--- config.mk ---
export PLATFORM = sky130hd
export DESIGN_NAME = clkBoard
export DESIGN_NICKNAME = d
export VERILOG_FILES = /design/src/logic/clkPkg.sv /design/src/logic/clkDiagApb.sv /design/src/logic/clkFuncRegs.sv /design/src/logic/burstCounter.sv /design/src/logic/eboxClockGate.sv /design/src/logic/clkBoard.sv
export SDC_FILE = /design/constraint.sdc
export NUM_CORES = 1
export LEC_CHECK = 0
export BUFFER_PORTS_ARGS = -buffer_cell sky130_fd_sc_hd__buf_4
export CAP_MARGIN = 20
export CORE_ASPECT_RATIO = 1.5
export CORE_MARGIN = 8
export CORE_UTILIZATION = 30
export CTS_CLUSTER_SIZE = 24
export DETAILED_ROUTE_END_ITERATION = 7
export SLEW_MARGIN = 25
export SYNTH_ARGS = -nofsm -noshare
export SYNTH_HDL_FRONTEND = slang
export SYNTH_SLANG_ARGS = --single-unit
--- constraint.sdc ---
create_clock -name MBOX_CLK -period 2.1 [get_ports MBOX_CLK]
set_clock_uncertainty 0.1 [all_clocks]
set_input_delay 0 -clock MBOX_CLK [delete_from_list [all_inputs] [get_ports MBOX_CLK]]
set_output_delay 0 -clock MBOX_CLK [all_outputs]
set_load 0.02 [all_outputs]
--- src/logic/clkPkg.sv ---
package clkPkg;

  // Diagnostic address, bit 3 picks control 00x or load 04x
  typedef logic [3:0] diagAddrT;

  // Data word, EBUS data bits 30 to 35
  typedef logic [5:0] diagDataT;

  // Burst count, two nibbles
  typedef logic [7:0] burstCountT;

  // Rate select, one opportunity every 1, 2, 4 or 8 cycles
  typedef logic [1:0] rateSelT;

  // Control functions 00x
  // Codes 0, 3 and 4 are not supported here
  typedef enum logic [2:0] {
    START       = 3'd1,
    SINGLE_STEP = 3'd2,
    BURST       = 3'd5,
    CLR_RESET   = 3'd6,
    SET_RESET   = 3'd7
  } ctlFuncE;

  // Load functions 04x
  localparam logic [2:0] LD_BURST_LSB = 3'd2;
  localparam logic [2:0] LD_BURST_MSB = 3'd3;
  localparam logic [2:0] LD_RATE = 3'd4;
  localparam logic [2:0] LD_DISABLE = 3'd5;

  // Diagnostic reads 10x
  localparam logic [2:0] RD_BURST = 3'd0;
  localparam logic [2:0] RD_STATUS = 3'd1;
  localparam logic [2:0] RD_CONFIG = 3'd2;

  // Rate phase counter width, covers the divide by 8
  localparam int RATE_DIV_W = 3;

  typedef struct packed {
    logic     psel;
    logic     penable;
    logic     pwrite;
    diagAddrT paddr;
    diagDataT pwdata;
  } apbReqT;

  typedef struct packed {
    logic     pready;
    logic     pslverr;
    diagDataT prdata;
  } apbRspT;

  // One-cycle control strobes to the gate
  typedef struct packed {
    logic start;
    logic step;
    logic burst;
    logic anyCtl;
  } clkFuncT;

  // Loaded clock configuration
  typedef struct packed {
    rateSelT rateSel;
    logic    crmDis;
    logic    edpDis;
    logic    ctlDis;
  } clkCfgT;

  // Registered EBOX clock enables
  typedef struct packed {
    logic ebox;
    logic crm;
    logic edp;
    logic ctl;
  } eboxClkEnT;

endpackage

--- src/logic/clkDiagApb.sv ---
module clkDiagApb (
  input  logic              MBOX_CLK,
  input  logic              CLK,
  input  clkPkg::apbReqT    apbReq,
  output clkPkg::apbRspT    apbRsp,
  output clkPkg::clkFuncT   clkFunc,
  output logic              ldBurstLsb,
  output logic              ldBurstMsb,
  output logic              ldRate,
  output logic              ldDisable,
  output logic              clrReset,
  output logic              setReset,
  output clkPkg::diagDataT  ldData,
  input  clkPkg::clkCfgT    clkCfg,
  input  clkPkg::burstCountT burstCount,
  input  logic              go,
  input  logic              burstRun,
  input  logic              mrReset
);

  logic access;
  logic ctlWr;
  logic ldWr;
  logic rdSel;
  logic ctlOk;
  logic ldOk;
  logic [2:0] code;
  clkPkg::clkFuncT funcNext;
  clkPkg::diagDataT rdWord;

  // Zero wait states, access completes when psel and penable are both up
  assign access = apbReq.psel & apbReq.penable;
  assign code = apbReq.paddr[2:0];
  assign ctlWr = access & apbReq.pwrite & ~apbReq.paddr[3];
  assign ldWr = access & apbReq.pwrite & apbReq.paddr[3];
  // Reads ignore the group bit
  assign rdSel = apbReq.psel & ~apbReq.pwrite;

  // Control function decode
  always_comb begin
    funcNext = '0;
    ctlOk = 1'b0;
    case (clkPkg::ctlFuncE'(code))
      clkPkg::START: begin
        ctlOk = 1'b1;
        funcNext.start = 1'b1;
      end
      clkPkg::SINGLE_STEP: begin
        ctlOk = 1'b1;
        funcNext.step = 1'b1;
      end
      clkPkg::BURST: begin
        ctlOk = 1'b1;
        funcNext.burst = 1'b1;
      end
      // Reset functions act in clkFuncRegs
      clkPkg::CLR_RESET, clkPkg::SET_RESET: ctlOk = 1'b1;
      default: ctlOk = 1'b0;
    endcase
    // Every supported control write stops the clock first
    funcNext.anyCtl = ctlOk;
  end

  // Load function decode, only 042 to 045 remain
  always_comb begin
    case (code)
      clkPkg::LD_BURST_LSB,
      clkPkg::LD_BURST_MSB,
      clkPkg::LD_RATE,
      clkPkg::LD_DISABLE: ldOk = 1'b1;
      default: ldOk = 1'b0;
    endcase
  end

  // Load strobes act on the access edge itself
  assign ldBurstLsb = ldWr & (code == clkPkg::LD_BURST_LSB);
  assign ldBurstMsb = ldWr & (code == clkPkg::LD_BURST_MSB);
  assign ldRate = ldWr & (code == clkPkg::LD_RATE);
  assign ldDisable = ldWr & (code == clkPkg::LD_DISABLE);
  assign clrReset = ctlWr & (code == clkPkg::CLR_RESET);
  assign setReset = ctlWr & (code == clkPkg::SET_RESET);
  assign ldData = apbReq.pwdata;

  // Gate strobes, one cycle wide after the access edge
  always_ff @(posedge MBOX_CLK or posedge CLK) begin
    if (CLK) begin
      clkFunc <= '0;
    end else if (ctlWr) begin
      clkFunc <= funcNext;
    end else begin
      clkFunc <= '0;
    end
  end

  // Diagnostic readback mux
  always_comb begin
    case (code)
      clkPkg::RD_BURST: rdWord = burstCount[7:2];
      clkPkg::RD_STATUS: rdWord = {burstCount[1:0], go, burstRun, mrReset, 1'b0};
      clkPkg::RD_CONFIG: rdWord = {1'b0, clkCfg};
      default: rdWord = '0;
    endcase
  end

  assign apbRsp.pready = 1'b1;
  // Unsupported write codes are refused and change nothing
  assign apbRsp.pslverr = (ctlWr & ~ctlOk) | (ldWr & ~ldOk);
  assign apbRsp.prdata = rdSel ? rdWord : '0;

endmodule

--- src/logic/clkFuncRegs.sv ---
module clkFuncRegs (
  input  logic             MBOX_CLK,
  input  logic             CLK,
  input  logic             ldRate,
  input  logic             ldDisable,
  input  logic             clrReset,
  input  logic             setReset,
  input  clkPkg::diagDataT ldData,
  output clkPkg::clkCfgT   clkCfg,
  output logic             mrReset
);

  // Rate select from function 044
  // Source select is gone, so only the low two bits matter
  always_ff @(posedge MBOX_CLK or posedge CLK) begin
    if (CLK) begin
      clkCfg.rateSel <= '0;
    end else if (ldRate) begin
      clkCfg.rateSel <= ldData[1:0];
    end
  end

  // Section disables from function 045
  // Order is crm, edp, ctl with ctl in the LSB
  always_ff @(posedge MBOX_CLK or posedge CLK) begin
    if (CLK) begin
      clkCfg.crmDis <= 1'b0;
      clkCfg.edpDis <= 1'b0;
      clkCfg.ctlDis <= 1'b0;
    end else if (ldDisable) begin
      clkCfg.crmDis <= ldData[2];
      clkCfg.edpDis <= ldData[1];
      clkCfg.ctlDis <= ldData[0];
    end
  end

  // Master reset set/clear flip-flop
  // Comes up asserted, host releases it with CLR_RESET
  always_ff @(posedge MBOX_CLK or posedge CLK) begin
    if (CLK) begin
      mrReset <= 1'b1;
    end else if (clrReset) begin
      mrReset <= 1'b0;
    end else if (setReset) begin
      mrReset <= 1'b1;
    end
  end

endmodule

--- src/logic/burstCounter.sv ---
module burstCounter (
  input  logic               MBOX_CLK,
  input  logic               CLK,
  input  logic               ldLsb,
  input  logic               ldMsb,
  input  logic               dec,
  input  clkPkg::diagDataT   ldData,
  output clkPkg::burstCountT count,
  output logic               zero
);

  // Counter stops at zero
  assign zero = (count == '0);

  // Two nibbles, loaded by 042 and 043
  // A load wins over a decrement in the same cycle
  always_ff @(posedge MBOX_CLK or posedge CLK) begin
    if (CLK) begin
      count <= '0;
    end else if (ldLsb) begin
      count[3:0] <= ldData[3:0];
    end else if (ldMsb) begin
      count[7:4] <= ldData[3:0];
    end else if (dec && !zero) begin
      // one EBOX tick consumed
      count <= count - 1'b1;
    end
  end

endmodule

--- src/logic/eboxClockGate.sv ---
module eboxClockGate (
  input  logic              MBOX_CLK,
  input  logic              CLK,
  input  clkPkg::clkFuncT   clkFunc,
  input  clkPkg::clkCfgT    clkCfg,
  input  logic              burstZero,
  output logic              burstDec,
  output logic              go,
  output logic              burstRun,
  output clkPkg::eboxClkEnT clkEn
);

  logic [clkPkg::RATE_DIV_W-1:0] ratePhase;
  logic [clkPkg::RATE_DIV_W-1:0] rateMask;
  logic pendStep;
  logic opportunity;
  logic tick;

  // Free running rate phase, not touched by control writes
  always_ff @(posedge MBOX_CLK or posedge CLK) begin
    if (CLK) begin
      ratePhase <= '0;
    end else begin
      ratePhase <= ratePhase + 1'b1;
    end
  end

  // Low rateSel bits of the phase must be zero
  assign rateMask = ~({clkPkg::RATE_DIV_W{1'b1}} << clkCfg.rateSel);
  assign opportunity = ((ratePhase & rateMask) == '0);

  // Burst ticks stop once the count is used up
  assign burstDec = opportunity & burstRun & ~burstZero;
  assign tick = opportunity & (go | pendStep | (burstRun & ~burstZero));

  // Go, burst and single step latches
  always_ff @(posedge MBOX_CLK or posedge CLK) begin
    if (CLK) begin
      go <= 1'b0;
      burstRun <= 1'b0;
      pendStep <= 1'b0;
    end else if (clkFunc.anyCtl) begin
      // Old state dropped, new function applied
      go <= clkFunc.start;
      burstRun <= clkFunc.burst & ~burstZero;
      pendStep <= clkFunc.step;
    end else begin
      if (burstRun && burstZero) begin
        burstRun <= 1'b0;
      end
      // Step is used by its first opportunity
      if (tick) begin
        pendStep <= 1'b0;
      end
    end
  end

  // Registered enables, high one cycle after the tick decision
  always_ff @(posedge MBOX_CLK or posedge CLK) begin
    if (CLK) begin
      clkEn <= '0;
    end else begin
      clkEn.ebox <= tick;
      clkEn.crm <= tick & ~clkCfg.crmDis;
      clkEn.edp <= tick & ~clkCfg.edpDis;
      clkEn.ctl <= tick & ~clkCfg.ctlDis;
    end
  end

endmodule

--- src/logic/clkBoard.sv ---
module clkBoard (
  input  logic              MBOX_CLK,
  input  logic              CLK,
  input  clkPkg::apbReqT    apbReq,
  output clkPkg::apbRspT    apbRsp,
  output clkPkg::eboxClkEnT clkEn,
  output logic              mrReset
);

  // Decoder to registers and counter
  clkPkg::clkFuncT funcStb;
  logic ldBurstLsb;
  logic ldBurstMsb;
  logic ldRate;
  logic ldDisable;
  logic clrReset;
  logic setReset;
  clkPkg::diagDataT ldData;

  // Status back to the readback mux
  clkPkg::clkCfgT clkCfg;
  clkPkg::burstCountT burstCount;
  logic burstZero;
  logic burstDec;
  logic go;
  logic burstRun;

  // Function decode and readback
  clkDiagApb clkDiagApb_inst (
    .MBOX_CLK   (MBOX_CLK),
    .CLK        (CLK),
    .apbReq     (apbReq),
    .apbRsp     (apbRsp),
    .clkFunc    (funcStb),
    .ldBurstLsb (ldBurstLsb),
    .ldBurstMsb (ldBurstMsb),
    .ldRate     (ldRate),
    .ldDisable  (ldDisable),
    .clrReset   (clrReset),
    .setReset   (setReset),
    .ldData     (ldData),
    .clkCfg     (clkCfg),
    .burstCount (burstCount),
    .go         (go),
    .burstRun   (burstRun),
    .mrReset    (mrReset)
  );

  clkFuncRegs clkFuncRegs_inst (
    .MBOX_CLK  (MBOX_CLK),
    .CLK       (CLK),
    .ldRate    (ldRate),
    .ldDisable (ldDisable),
    .clrReset  (clrReset),
    .setReset  (setReset),
    .ldData    (ldData),
    .clkCfg    (clkCfg),
    .mrReset   (mrReset)
  );

  burstCounter burstCounter_inst (
    .MBOX_CLK (MBOX_CLK),
    .CLK      (CLK),
    .ldLsb    (ldBurstLsb),
    .ldMsb    (ldBurstMsb),
    .dec      (burstDec),
    .ldData   (ldData),
    .count    (burstCount),
    .zero     (burstZero)
  );

  // EBOX clock gate
  eboxClockGate eboxClockGate_inst (
    .MBOX_CLK  (MBOX_CLK),
    .CLK       (CLK),
    .clkFunc   (funcStb),
    .clkCfg    (clkCfg),
    .burstZero (burstZero),
    .burstDec  (burstDec),
    .go        (go),
    .burstRun  (burstRun),
    .clkEn     (clkEn)
  );

endmodule

==> results.sh <==
export IMPL_run_status="complete, no violations"
export IMPL_timing_max_cap_violations=0
export IMPL_worstPathRequired_ns=2.18
export IMPL_p_comb_share_pct=19.5
export IMPL_fmax_ghz=0.531
export IMPL_maxSlewViolCount=0
export IMPL_fin_crit_ns=1.88
export IMPL_max_vdd_ir_drop_mv=0.290
export IMPL_seq_power_share_pct=48.8
export IMPL_synth_area_per_cell_um2=9.83
export IMPL_slowest_delay_ns=0.48
export IMPL_num_fill_cells=542
export IMPL_synthTopCellsByArea="dfrtp_1, mux2_2, mux2i_1, nor2_1, xor2_1"
export IMPL_internal_power_mw=0.971
export IMPL_cts_tree="built"
export IMPL_cp_slowest_cell="dfrtp_1"
export IMPL_synth_edff_count=0
export IMPL_worst_pin_slew_ns=0.620
export IMPL_synthCells=156
export IMPL_setup_viol=0
export IMPL_worstPathCellList="nor4_4 -> nand2_1 -> a211o_1 -> nand2_1 -> nor2_1"
export IMPL_cpMostUsedCell="nand2_1"
export IMPL_cp_num_buf_inv=0
export IMPL_synth_nets=174
export IMPL_core_area_mm2=0.00504
export IMPL_dp_slack_ns=0.220
export IMPL_grt_pass1_vias=1277
export IMPL_nNetsFinal=208
export IMPL_hp_class="input pin to register"
export IMPL_antenna_found_initial=0
export IMPL_path_class="register to register"
export IMPL_synth_cell_type_count=44
export IMPL_wl_mm=3.72
export IMPL_hold_end="clkDiagApb_inst.clkFunc[1]"
export IMPL_ff_latch_area_um2=702
export IMPL_swShare_pct=27.8
export IMPL_r2r_start="burstCounter_inst.count[2]"
export IMPL_synth_most_common_cell="dfrtp_1"
export IMPL_multi_input_area_um2=766
export IMPL_clockBufferDepth=2
export IMPL_io_buffers=24
export IMPL_reg2reg_to="eboxClockGate_inst.clkEn[0]"
export IMPL_area_delta_synth_final_pct=27.8
export IMPL_vias=1258
export IMPL_synth_top_cell_area_share_pct=44.1
export IMPL_die_area_mm2=0.00770
export IMPL_clkPwrFrac_pct=31.7
export IMPL_dp_hpwl_mm=2.82
export IMPL_p_switching_mw=0.374
export IMPL_overflow=0
export IMPL_cts_htree_levels=1
export IMPL_powerDensity_mw_per_mm2=687
export IMPL_drt_pass1_iterations=4
export IMPL_ys_warn_count=0
export IMPL_slew_headroom_pct=58.6
export IMPL_ant_nets=0
export IMPL_fin_crit_sh_pct=89.6
export IMPL_setup_tns_ns=0
export IMPL_yosysTopAreaCell="dfrtp_1"
export IMPL_vias_per_cell=4.89
export IMPL_min_path_cells=5
export IMPL_drcViolationCount=0
export IMPL_wire_per_inst_um=14.5
export IMPL_pin_count=28
export IMPL_worst_setup_path_end_kind="register"
export IMPL_ys_flop_type="dfrtp_1"
export IMPL_grt_max_degree=29
export IMPL_fin_ws_ns=0.218
export IMPL_die_x_um=74.4
export IMPL_numCtsBuffers=3
export IMPL_min_from="apbReq[12]"
export IMPL_insertion_delay_ns=0.28
export IMPL_arrival_ns=1.96
export IMPL_grt_pass1_wl_mm=6.16
export IMPL_grtUsageTotal_pct=10.1
export IMPL_hold_viol=0
export IMPL_drt_iter0_drc=67
export IMPL_die_h_um=104
export IMPL_p_leak_nw=0.918
export IMPL_n_antenna_cell=0
export IMPL_yosysSeqAreaShare_pct=45.8
export IMPL_layout_drive_gt1_share_pct=23.3
export IMPL_crit_fanout=6
export IMPL_cp_start_kind="register"
export IMPL_synthArstFlopShare_pct=100
export IMPL_reg2reg_depth=5
export IMPL_path_clk_slew_ns=0.10
export IMPL_rsz0062_at_grt="no"
export IMPL_synth_top_cells_by_count="dfrtp_1, nor2_1, nand2_1"
export IMPL_num_rows=32
export IMPL_path_delay_family="simple AND/OR/NAND/NOR gates"
export IMPL_synth_cell_area_mm2=0.00153
export IMPL_rrSetupSlack_ns=0.22
export IMPL_numClockSinks=28
export IMPL_initial_core_util_pct=30.4
export IMPL_synth_seq_cells=28
export IMPL_cts_root_buf="clkbuf_8"
export IMPL_place_congestion=0.762
## kinds of logic after synthesis
| kind of cell | synth area share, % |
|---|---|
| AND/OR/NAND/NOR | 22.5 |
| flip-flops | 45.8 |
| AO/OA/AOI/OAI | 10.8 |
| multiplexers | 9.71 |
| buffers and inverters | 4.49 |
| XOR/XNOR | 4.00 |
| adder cells (fa/ha/maj) | 2.45 |
| other | 0.245 |
## through the flow
step	cell area (um^2)	power, mW	utilization, %	hold slack, ns	std cells
6_report	1960	1.34	38.8	0.105	257
5_1_grt	1960	1.42	38.8	0.131	257
4_1_cts	1950	1.35	38.7	0.105	257
3_5_place_dp	1760	0.917	34.9	-0.00363	241
3_3_place_gp	1760	0.905	34.9	-0.00655	241
2_1_floorplan	1530	0.828	-	-0.0353	156
## tightest hold or removal path: cells and delay by family
kind	cells	cell delay [ns]
buffers and inverters	1	0.12
and+or+nand+nor	4	0.32
## routing by layer
metal	vias up	track usage (%)	share of wire, %
met5	-	0	0
met4	0	3.80	1.5
met3	6	1.16	3.0
met2	18	18.1	55
met1	620	11.6	40
li1	614	-	-
## final cells by class
cell class	count	share of cell area, %
clock buffer	3	2.11
sequential	28	35.8
multi-input combinational	114	39.1
timing repair buffer	38	16.1
inverter	5	0.958
tap	68	4.35
clock inverter	1	1.53
## registers in the layout, summed over array words and instances (netlist names)
register and count:
eboxClockGate_inst.clkEn 4, burstCounter_inst.count 8, eboxClockGate_inst.pendStep 1, eboxClockGate_inst.ratePhase 3
clkFuncRegs_inst.clkCfg 5, eboxClockGate_inst.go 1, clkDiagApb_inst.clkFunc 4, clkFuncRegs_inst.mrReset 1
eboxClockGate_inst.burstRun 1
## timing repair
action | in CTS | in global routing
buffers inserted | 0 | 0
gates resized for setup | 0 | 1
setup endpoints to repair | 0 | 2
endpoints found under the hold margin | 43 | 0
hold buffers | 12 | 0
## how the worst max path moves through the flow
stage,startpoint,end,slack (ns),cells after the start
CTS,burstCounter_inst.count[0],burstCounter_inst.count[2],0.19,8
global placement,burstCounter_inst.count[0],burstCounter_inst.count[4],0.27,8
finish,burstCounter_inst.count[2],eboxClockGate_inst.clkEn[0],0.22,5
detailed placement,burstCounter_inst.count[0],burstCounter_inst.count[2],0.22,8
global route,burstCounter_inst.count[0],burstCounter_inst.count[5],0.07,8
floorplan,burstCounter_inst.count[0],eboxClockGate_inst.clkEn[0],0.32,7
## power groups by stage
stage / registers (mW) / logic [mW] / clock network [mW]
global placement: 0.665 / 0.240 / 0
detailed placement: 0.667 / 0.250 / 0
floorplan: 0.655 / 0.173 / 0
finish: 0.656 / 0.262 / 0.426
global route: 0.665 / 0.294 / 0.458
CTS: 0.657 / 0.264 / 0.431
## layout by cell type (no fill, tap or decap), types with 2 or more instances in the layout
cell,n
a211oi_1,2
a21oi_1,9
a2bb2oi_1,2
buf_4,26
clkbuf_8,3
dfrtp_1,27
dlygate4sd3_1,12
ha_1,3
inv_1,5
mux2_2,7
mux2i_1,7
nand2_1,13
nand3_1,7
nand4_1,5
nor2_1,18
nor3_1,4
nor3b_1,2
o21ai_0,2
o21ai_1,4
o22ai_1,2
xor2_1,7
Note: power is estimated with default switching activity, not from simulation.
